--- src/source/mips_pkg.sv ---
// shared types for the five-stage core; only the opcodes and functs listed here are decoded.
package mips_pkg;

    typedef logic [31:0] word_t;
    typedef logic [4:0]  reg_addr_t;

    typedef enum logic [5:0] {
        op_rtype = 6'b000000,
        op_j     = 6'b000010,
        op_beq   = 6'b000100,
        op_addi  = 6'b001000,
        op_lw    = 6'b100011,
        op_sw    = 6'b101011
    } opcode_e;

    typedef enum logic [5:0] {
        funct_add = 6'b100000,
        funct_sub = 6'b100010,
        funct_and = 6'b100100,
        funct_or  = 6'b100101,
        funct_slt = 6'b101010
    } funct_e;

    typedef enum logic [2:0] {
        alu_and = 3'b000,
        alu_or  = 3'b001,
        alu_add = 3'b010,
        alu_nop = 3'b101,
        alu_sub = 3'b110,
        alu_slt = 3'b111
    } alu_op_e;

    // the immediate and the jump address overlay the low 16 and 26 bits.
    typedef struct packed {
        logic [5:0] opcode;
        reg_addr_t  rs;
        reg_addr_t  rt;
        reg_addr_t  rd;
        logic [4:0] shamt;
        logic [5:0] funct;
    } instr_t;

    typedef struct packed {
        logic    reg_write;
        logic    mem_to_reg;
        logic    mem_write;
        logic    alu_src;    // second ALU operand is the immediate.
        logic    reg_dst;    // destination is rd, otherwise rt.
        alu_op_e alu_op;
    } ctrl_t;

    typedef struct packed {
        ctrl_t     ctrl;
        word_t     opnd_a;
        word_t     opnd_b;
        word_t     imm;
        reg_addr_t rs;
        reg_addr_t rt;
        reg_addr_t rd;
    } de_t;

    typedef struct packed {
        logic      reg_write;
        logic      mem_to_reg;
        logic      mem_write;
        word_t     alu_out;
        word_t     write_data;
        reg_addr_t dest;
    } em_t;

    typedef struct packed {
        logic      reg_write;
        logic      mem_to_reg;
        word_t     alu_out;
        word_t     read_data;
        reg_addr_t dest;
    } mw_t;

    typedef enum logic [1:0] {
        fwd_reg = 2'b00,
        fwd_wb  = 2'b01,
        fwd_mem = 2'b10
    } fwd_sel_e;

endpackage

--- src/source/mips_fetch.sv ---
`timescale 1ns/100ps
// instruction memory must answer combinationally; redirect is expected to be low while stalled.
module mips_fetch #(
    parameter mips_pkg::word_t reset_pc = '0
) (
    input  logic              clk,
    input  logic              rst,
    input  logic              stall,
    input  logic              redirect,
    input  mips_pkg::word_t   target,
    input  mips_pkg::word_t   instr,
    output mips_pkg::word_t   pc,
    output mips_pkg::instr_t  instr_d,
    output mips_pkg::word_t   pc_plus4_d
);

    mips_pkg::word_t pc_plus4;

    assign pc_plus4 = pc + 32'd4;

    always_ff @(posedge clk) begin
        if (rst) begin
            pc <= reset_pc;
        end else if (!stall) begin
            pc <= redirect ? target : pc_plus4;
        end
    end

    // the word fetched behind a taken branch or jump is squashed to a nop.
    always_ff @(posedge clk) begin
        if (rst || redirect) begin
            instr_d    <= '0;
            pc_plus4_d <= '0;
        end else if (!stall) begin
            instr_d    <= mips_pkg::instr_t'(instr);
            pc_plus4_d <= pc_plus4;
        end
    end

endmodule

--- src/source/mips_decode.sv ---
`timescale 1ns/100ps
// register 0 is hardwired to zero; beq operands must be settled, the hazard unit stalls until they are.
module mips_decode (
    input  logic                clk,
    input  logic                rst,
    input  logic                stall,
    input  mips_pkg::instr_t    instr_d,
    input  mips_pkg::word_t     pc_plus4_d,
    input  logic                fwd_a_d,
    input  logic                fwd_b_d,
    input  mips_pkg::word_t     alu_out_m,
    input  logic                wb_write,
    input  mips_pkg::reg_addr_t wb_reg,
    input  mips_pkg::word_t     wb_data,
    output logic                redirect,
    output mips_pkg::word_t     target,
    output logic                branch_d,
    output mips_pkg::de_t       de
);

    mips_pkg::word_t  regs [32];
    mips_pkg::word_t  rd1;
    mips_pkg::word_t  rd2;
    mips_pkg::word_t  opnd_a;
    mips_pkg::word_t  opnd_b;
    mips_pkg::word_t  imm;
    mips_pkg::word_t  branch_target;
    mips_pkg::word_t  jump_target;
    mips_pkg::ctrl_t  ctrl;
    mips_pkg::de_t    de_next;
    logic             jump_d;
    logic             equal_d;

    // main decoder; unknown opcodes and functs leave all enables low.
    always_comb begin
        ctrl        = '0;
        ctrl.alu_op = mips_pkg::alu_nop;
        branch_d    = 1'b0;
        jump_d      = 1'b0;
        case (instr_d.opcode)
            mips_pkg::op_rtype: begin
                ctrl.reg_dst   = 1'b1;
                ctrl.reg_write = 1'b1;
                case (instr_d.funct)
                    mips_pkg::funct_add: ctrl.alu_op = mips_pkg::alu_add;
                    mips_pkg::funct_sub: ctrl.alu_op = mips_pkg::alu_sub;
                    mips_pkg::funct_and: ctrl.alu_op = mips_pkg::alu_and;
                    mips_pkg::funct_or:  ctrl.alu_op = mips_pkg::alu_or;
                    mips_pkg::funct_slt: ctrl.alu_op = mips_pkg::alu_slt;
                    default:             ctrl.reg_write = 1'b0;
                endcase
            end
            mips_pkg::op_lw: begin
                ctrl.reg_write  = 1'b1;
                ctrl.mem_to_reg = 1'b1;
                ctrl.alu_src    = 1'b1;
                ctrl.alu_op     = mips_pkg::alu_add;
            end
            mips_pkg::op_sw: begin
                ctrl.mem_write = 1'b1;
                ctrl.alu_src   = 1'b1;
                ctrl.alu_op    = mips_pkg::alu_add;
            end
            mips_pkg::op_addi: begin
                ctrl.reg_write = 1'b1;
                ctrl.alu_src   = 1'b1;
                ctrl.alu_op    = mips_pkg::alu_add;
            end
            mips_pkg::op_beq: branch_d = 1'b1;
            mips_pkg::op_j:   jump_d   = 1'b1;
            default: ;
        endcase
    end

    // writes land on the rising edge; same-cycle reads see them through the bypass.
    always_ff @(posedge clk) begin
        if (wb_write) begin
            regs[wb_reg] <= wb_data;
        end
    end

    assign rd1 = (instr_d.rs == '0) ? '0 :
                 (wb_write && wb_reg == instr_d.rs) ? wb_data : regs[instr_d.rs];
    assign rd2 = (instr_d.rt == '0) ? '0 :
                 (wb_write && wb_reg == instr_d.rt) ? wb_data : regs[instr_d.rt];

    assign opnd_a = fwd_a_d ? alu_out_m : rd1;   // result still in the memory stage.
    assign opnd_b = fwd_b_d ? alu_out_m : rd2;

    assign imm           = {{16{instr_d[15]}}, instr_d[15:0]};
    assign branch_target = pc_plus4_d + {imm[29:0], 2'b00};
    assign jump_target   = {pc_plus4_d[31:28], instr_d[25:0], 2'b00};
    assign equal_d       = (opnd_a == opnd_b);

    // a stalled branch may be comparing stale operands, so it must wait.
    assign redirect = !stall && ((branch_d && equal_d) || jump_d);
    assign target   = jump_d ? jump_target : branch_target;

    always_comb begin
        de_next.ctrl   = ctrl;
        de_next.opnd_a = opnd_a;
        de_next.opnd_b = opnd_b;
        de_next.imm    = imm;
        de_next.rs     = instr_d.rs;
        de_next.rt     = instr_d.rt;
        de_next.rd     = instr_d.rd;
    end

    always_ff @(posedge clk) begin
        if (rst || stall) begin
            de <= '0;   // a bubble goes down the pipe.
        end else begin
            de <= de_next;
        end
    end

endmodule

--- src/source/mips_execute.sv ---
`timescale 1ns/100ps
// data memory must return read_data combinationally for the address on alu_out.
module mips_execute (
    input  logic                clk,
    input  logic                rst,
    input  mips_pkg::de_t       de,
    input  mips_pkg::fwd_sel_e  fwd_a_e,
    input  mips_pkg::fwd_sel_e  fwd_b_e,
    input  mips_pkg::word_t     read_data,
    output mips_pkg::word_t     alu_out,
    output mips_pkg::word_t     write_data,
    output logic                mem_write,
    output mips_pkg::em_t       em_ctrl,
    output mips_pkg::word_t     alu_out_m,
    output logic                wb_write,
    output mips_pkg::reg_addr_t wb_reg,
    output mips_pkg::word_t     wb_data
);

    mips_pkg::em_t       em;
    mips_pkg::mw_t       mw;
    mips_pkg::word_t     src_a;
    mips_pkg::word_t     fwd_b;
    mips_pkg::word_t     src_b;
    mips_pkg::word_t     alu_y;
    mips_pkg::reg_addr_t dest_e;

    always_comb begin
        case (fwd_a_e)
            mips_pkg::fwd_mem: src_a = em.alu_out;
            mips_pkg::fwd_wb:  src_a = wb_data;
            default:           src_a = de.opnd_a;
        endcase
        case (fwd_b_e)
            mips_pkg::fwd_mem: fwd_b = em.alu_out;
            mips_pkg::fwd_wb:  fwd_b = wb_data;
            default:           fwd_b = de.opnd_b;
        endcase
    end

    assign src_b  = de.ctrl.alu_src ? de.imm : fwd_b;
    assign dest_e = de.ctrl.reg_dst ? de.rd : de.rt;

    always_comb begin
        case (de.ctrl.alu_op)
            mips_pkg::alu_add: alu_y = src_a + src_b;
            mips_pkg::alu_sub: alu_y = src_a - src_b;
            mips_pkg::alu_and: alu_y = src_a & src_b;
            mips_pkg::alu_or:  alu_y = src_a | src_b;
            // slt compares as two's complement.
            mips_pkg::alu_slt: alu_y = {31'b0, $signed(src_a) < $signed(src_b)};
            default:           alu_y = '0;
        endcase
    end

    always_ff @(posedge clk) begin
        if (rst) begin
            em <= '0;
        end else begin
            em.reg_write  <= de.ctrl.reg_write;
            em.mem_to_reg <= de.ctrl.mem_to_reg;
            em.mem_write  <= de.ctrl.mem_write;
            em.alu_out    <= alu_y;
            em.write_data <= fwd_b;   // store data uses the forwarded rt value.
            em.dest       <= dest_e;
        end
    end

    always_ff @(posedge clk) begin
        if (rst) begin
            mw <= '0;
        end else begin
            mw.reg_write  <= em.reg_write;
            mw.mem_to_reg <= em.mem_to_reg;
            mw.alu_out    <= em.alu_out;
            mw.read_data  <= read_data;
            mw.dest       <= em.dest;
        end
    end

    assign alu_out    = em.alu_out;
    assign write_data = em.write_data;
    assign mem_write  = em.mem_write;
    assign em_ctrl    = em;
    assign alu_out_m  = em.alu_out;

    assign wb_write = mw.reg_write;
    assign wb_reg   = mw.dest;
    assign wb_data  = mw.mem_to_reg ? mw.read_data : mw.alu_out;

endmodule

--- src/source/mips_hazard.sv ---
`timescale 1ns/100ps
// purely combinational; register 0 never forwards and never causes a stall.
module mips_hazard (
    input  mips_pkg::reg_addr_t rs_d,
    input  mips_pkg::reg_addr_t rt_d,
    input  logic                branch_d,
    input  mips_pkg::de_t       de,
    input  mips_pkg::em_t       em,
    input  logic                wb_write,
    input  mips_pkg::reg_addr_t wb_reg,
    output logic                stall,
    output logic                fwd_a_d,
    output logic                fwd_b_d,
    output mips_pkg::fwd_sel_e  fwd_a_e,
    output mips_pkg::fwd_sel_e  fwd_b_e
);

    mips_pkg::reg_addr_t dest_e;
    logic                hit_e;
    logic                hit_m;
    logic                load_stall;
    logic                branch_stall;

    assign dest_e = de.ctrl.reg_dst ? de.rd : de.rt;

    // decode only forwards from the memory stage, for the branch compare.
    assign fwd_a_d = (rs_d != '0) && em.reg_write && (rs_d == em.dest);
    assign fwd_b_d = (rt_d != '0) && em.reg_write && (rt_d == em.dest);

    // the memory stage holds the younger result and wins over write-back.
    assign fwd_a_e = ((de.rs != '0) && em.reg_write && (de.rs == em.dest)) ? mips_pkg::fwd_mem :
                     ((de.rs != '0) && wb_write && (de.rs == wb_reg)) ? mips_pkg::fwd_wb :
                     mips_pkg::fwd_reg;
    assign fwd_b_e = ((de.rt != '0) && em.reg_write && (de.rt == em.dest)) ? mips_pkg::fwd_mem :
                     ((de.rt != '0) && wb_write && (de.rt == wb_reg)) ? mips_pkg::fwd_wb :
                     mips_pkg::fwd_reg;

    assign load_stall = de.ctrl.mem_to_reg && (de.rt != '0) &&
                        ((rs_d == de.rt) || (rt_d == de.rt));

    assign hit_e = de.ctrl.reg_write && (dest_e != '0) &&
                   ((dest_e == rs_d) || (dest_e == rt_d));
    assign hit_m = em.mem_to_reg && (em.dest != '0) &&
                   ((em.dest == rs_d) || (em.dest == rt_d));

    // beq compares in decode, so any result not yet in the memory stage must arrive first.
    assign branch_stall = branch_d && (hit_e || hit_m);

    assign stall = load_stall || branch_stall;

endmodule

--- src/source/mips_core.sv ---
`timescale 1ns/100ps
// memories are external and answer in the same cycle; a store is a one-cycle mem_write pulse.
module mips_core #(
    parameter mips_pkg::word_t reset_pc = '0
) (
    input  logic            clk,
    input  logic            rst,
    input  mips_pkg::word_t instr,
    input  mips_pkg::word_t read_data,
    output mips_pkg::word_t pc,
    output mips_pkg::word_t alu_out,
    output mips_pkg::word_t write_data,
    output logic            mem_write
);

    mips_pkg::instr_t    instr_d;
    mips_pkg::word_t     pc_plus4_d;
    mips_pkg::word_t     target;
    mips_pkg::word_t     alu_out_m;
    mips_pkg::word_t     wb_data;
    mips_pkg::reg_addr_t wb_reg;
    mips_pkg::de_t       de;
    mips_pkg::em_t       em_ctrl;
    mips_pkg::fwd_sel_e  fwd_a_e;
    mips_pkg::fwd_sel_e  fwd_b_e;
    logic                stall;
    logic                redirect;
    logic                branch_d;
    logic                fwd_a_d;
    logic                fwd_b_d;
    logic                wb_write;

    mips_fetch #(
        .reset_pc(reset_pc)
    ) i_fetch (
        .clk        (clk),
        .rst        (rst),
        .stall      (stall),
        .redirect   (redirect),
        .target     (target),
        .instr      (instr),
        .pc         (pc),
        .instr_d    (instr_d),
        .pc_plus4_d (pc_plus4_d)
    );

    mips_decode i_decode (
        .clk        (clk),
        .rst        (rst),
        .stall      (stall),
        .instr_d    (instr_d),
        .pc_plus4_d (pc_plus4_d),
        .fwd_a_d    (fwd_a_d),
        .fwd_b_d    (fwd_b_d),
        .alu_out_m  (alu_out_m),
        .wb_write   (wb_write),
        .wb_reg     (wb_reg),
        .wb_data    (wb_data),
        .redirect   (redirect),
        .target     (target),
        .branch_d   (branch_d),
        .de         (de)
    );

    mips_execute i_execute (
        .clk        (clk),
        .rst        (rst),
        .de         (de),
        .fwd_a_e    (fwd_a_e),
        .fwd_b_e    (fwd_b_e),
        .read_data  (read_data),
        .alu_out    (alu_out),
        .write_data (write_data),
        .mem_write  (mem_write),
        .em_ctrl    (em_ctrl),
        .alu_out_m  (alu_out_m),
        .wb_write   (wb_write),
        .wb_reg     (wb_reg),
        .wb_data    (wb_data)
    );

    mips_hazard i_hazard (
        .rs_d     (instr_d.rs),
        .rt_d     (instr_d.rt),
        .branch_d (branch_d),
        .de       (de),
        .em       (em_ctrl),
        .wb_write (wb_write),
        .wb_reg   (wb_reg),
        .stall    (stall),
        .fwd_a_d  (fwd_a_d),
        .fwd_b_d  (fwd_b_d),
        .fwd_a_e  (fwd_a_e),
        .fwd_b_e  (fwd_b_e)
    );

endmodule

--- config.mk ---
export PLATFORM = sky130hd
export DESIGN_NAME = mips_core
export DESIGN_NICKNAME = d
export VERILOG_FILES = /design/src/source/mips_pkg.sv /design/src/source/mips_fetch.sv /design/src/source/mips_decode.sv /design/src/source/mips_execute.sv /design/src/source/mips_hazard.sv /design/src/source/mips_core.sv
export SDC_FILE = /design/constraint.sdc
export NUM_CORES = 2
export LEC_CHECK = 0
export BUFFER_PORTS_ARGS = -buffer_cell sky130_fd_sc_hd__clkbuf_2
export CORE_ASPECT_RATIO = 1.75
export CORE_MARGIN = 3
export CORE_UTILIZATION = 25
export DETAILED_ROUTE_END_ITERATION = 10
export PLACE_DENSITY = 0.5
export REMOVE_ABC_BUFFERS = 1
export SYNTH_ARGS = -nofsm -noshare
export SYNTH_HDL_FRONTEND = slang
export SYNTH_SLANG_ARGS = --single-unit
--- constraint.sdc ---
create_clock -name clk -period 7.9 [get_ports clk]
set_clock_uncertainty 0.15 [all_clocks]
set_input_delay 1.58 -clock clk [delete_from_list [all_inputs] [get_ports clk]]
set_output_delay 1.58 -clock clk [all_outputs]
set_load 0.02 [all_outputs]
==> metrics.cfg <==
[timing]
period_minus_slack_ns=6.845
period_share_pct=86.65
setup_viol=0
hold_violations=0
slew_violations=0
fmaxAchievable_mhz=146.1
tightest_slew_ns=1.391
slew_headroom_pct=6.319
timing.setup.tns_ns=0
holdWs_ns=0.3007
rsz0062_at_grt=false

[floorplan]
pin_count=163
start_util_pct=25.15
die_h_um=705.6
rows=256
dieArea_um2=286300
fp.dieW_um=405.8
core_area_um2=278000

[logic_synthesis]
synth.avg_cell_area_um2=13.03
yosysWarningCount=0
synth_ff_type=edfxtp_1
synth-seq-area-share_pct=53.91
synth_cell_types=90
ys_seq_elements=1371
syn-cell-area_um2=69920
synth_edf_count=1024
netlist_instances=5364
synthArstFlopShare_pct=0

[cts]
cts_tree=yes
clock_latency_ns=0.81
cts_buffers=121
clock_sinks=1371
root_buffer=clkbuf_16
post_cts_buffers=0
hold_buffers=0
clk_pin_slew_ns=0.07
cts_resized=0
cts-htree-levels=3
clockBufferDepth=3

[drt]
first_pass_iters=8
drcViolationCount=0
vias_per_cell=5.354
dr.first_iter.drc_count=5008
antenna_left=0
wl_per_cell_um=30.69
wirelength_mm=280.7
vias=48970

[hold_path]
min_path_type=flip-flop to flip-flop
min_from=i_decode.de[116]
whs_path_depth=1
min_to=i_execute.mem_write

[global_route]
grt_overflow=0
grt_max_degree=168
grt_usage_pct=19.07
grt_pass1_vias=49640
antenna_found_initial=18
grt_pass1_wl_mm=389.1

[layout]
largest_reg_flops=1024
final_cells=9146
drive_gt1_share_pct=19.94
top_register=i_decode.regs
n_fill_cell=28250
area_growth_syn_to_layout_pct=13.46
multiInputGateArea_um2=29610
seq_area_um2=37730
reg_top3=i_decode.regs (1024), i_decode.de (98), i_execute.mw (65)
layout.nets=5620

[outcome]
status=complete, no violations

[place]
hpwl_mm=191.5
post-place-cells=8909
io_buffers=162
gp_congestion=0.9722

[setup_path]
slowest_delay_ns=0.59
worstReg2RegStart=i_decode.de[6]
reg2reg_depth=25
r2r_slack_ns=1.05
crit_path_end_kind=flip-flop
rr_endpoint=i_execute.alu_out[0]
cp.required_ns=8.44
crit_type=flip-flop to flip-flop
cpMaxStageDelayCell=o21ai_0
crit_arrival_ns=7.39
cp-start-kind=flip-flop
critical_path.max_fanout=62

[run]
drv_cap=0

[power]
pwr_density_cell_nw_per_um2=209.4
ir_drop_v=0.0002379
cellLeakagePower_nw=26.75

## critical path, delay by kind of cell (launching register included)
family | cells | cell delay [ns]
and+or+nand+nor | 7 | 1.81
buffers and inverters | 3 | 0.45
DFF | 1 | 0.39
adders and majority gates | 2 | 0.64
muxes | 1 | 0.33
AOI/OAI and AO/OA | 12 | 2.94
## cell usage in the layout, fill, tap and decap left out, types with 20 or more instances in the layout
| master | Yosys | final |
|---|---|---|
| mux4_2 | 405 | 405 |
| buf_4 | 105 | 200 |
| o21ai_0 | 235 | 235 |
| clkbuf_2 | 0 | 161 |
| nand2b_1 | 22 | 22 |
| clkinv_1 | 2 | 20 |
| o211ai_1 | 29 | 29 |
| clkbuf_1 | 192 | 24 |
| nand4_1 | 32 | 32 |
| nor2_1 | 320 | 284 |
| o22ai_1 | 29 | 29 |
| xor2_1 | 57 | 57 |
| a221oi_1 | 31 | 31 |
| o21a_1 | 28 | 28 |
| inv_1 | 171 | 168 |
| nand2_1 | 354 | 352 |
| xnor2_1 | 104 | 104 |
| or3_1 | 21 | 21 |
| a22oi_1 | 151 | 151 |
| clkbuf_16 | 0 | 123 |
| nor2_4 | 0 | 35 |
| a22o_1 | 24 | 24 |
| ha_1 | 131 | 131 |
| and2_1 | 46 | 45 |
| dfxtp_1 | 347 | 336 |
| edfxtp_1 | 1024 | 1024 |
| mux2_2 | 34 | 34 |
| a21oi_1 | 223 | 221 |
| nand3_1 | 108 | 108 |
| a211oi_1 | 59 | 59 |
| nor3_1 | 58 | 56 |
| mux2i_1 | 401 | 401 |
| clkinv_2 | 0 | 20 |
| a21o_1 | 25 | 25 |
| a31oi_1 | 37 | 36 |
| nor2b_1 | 99 | 95 |
| and3_1 | 65 | 65 |
## worst max-delay path by stage
| stage | startpoint | endpoint | slack (ns) | depth (start not counted) |
|---|---|---|---|---|
| 6_report | i_decode.de[6] | i_execute.alu_out[0] | 1.05 | 25 |
| 5_1_grt | i_decode.de[6] | i_execute.alu_out[0] | 0.70 | 25 |
| 4_1_cts | i_execute.wb_reg[3] | i_execute.alu_out[0] | 1.08 | 22 |
| 3_5_place_dp | i_execute.wb_reg[3] | i_execute.alu_out[0] | 1.14 | 22 |
| 3_3_place_gp | i_execute.wb_reg[3] | i_execute.alu_out[0] | 1.12 | 24 |
| 2_1_floorplan | flip-flop | i_fetch.pc_plus4_d[10] | -7.06 | 13 |
## kinds of logic after synthesis
kind of cell | after synthesis | share of synthesized area (%)
flops | 1371 | 53.91
simple gates | 1201 | 8.180
compound gates | 1038 | 9.824
mux | 841 | 19.35
buf+inv | 618 | 4.284
xor+xnor | 161 | 2.017
fa+ha+maj | 134 | 2.430
## metal layers
metal / up-vias / track usage, % / part of all wire [%]
li1: 20670 / - / -
met1: 25070 / 20.70 / 35
met2: 2402 / 33.18 / 50
met3: 816 / 3.448 / 7.0
met4: 4 / 13.76 / 8.5
met5: - / 0 / 0.0085
## synth_stat cells (108+ instances only)
cell      instances  area share (%)
nand2_1         354             1.9
edfxtp_1       1024              44
dfxtp_1         347             9.9
clkbuf_1        192             1.0
o21ai_0         235             1.7
mux4_2          405              13
nand3_1         108            0.77
ha_1            131             2.3
nor2_1          320             1.7
a22oi_1         151             1.6
mux2i_1         401             5.7
inv_1           171            0.92
a21oi_1         223             1.6
## metrics by stage
step                setup WS (ns)  power, mW  cell area [um^2]  util [%]
floorplan                  -7.058      9.572             67580         -
global placement            1.124      10.34             75130     27.02
detailed placement          1.144      10.35             75130     27.02
CTS                         1.083      16.68             79310     28.53
global route               0.7000      17.10             79320     28.53
finish                      1.055      16.62             79330     28.53
## power breakdown
part | switching, mW | internal (mW)
Combinational | 1.47 | 0.844
Clock | 2.95 | 3.43
Sequential | 0.154 | 7.77
Total | 4.57 | 12.0
## area by class of cell
type	count	share of cell area (%)
Multi-Input combinational cell	3375	37.33
Clock buffer	151	4.063
Tap cell	3612	5.697
Inverter	174	0.8233
Timing Repair Buffer	377	3.301
Antenna cell	7	0.02208
Clock inverter	79	1.211
Sequential cell	1371	47.56
(Power assumes the default switching activity.)
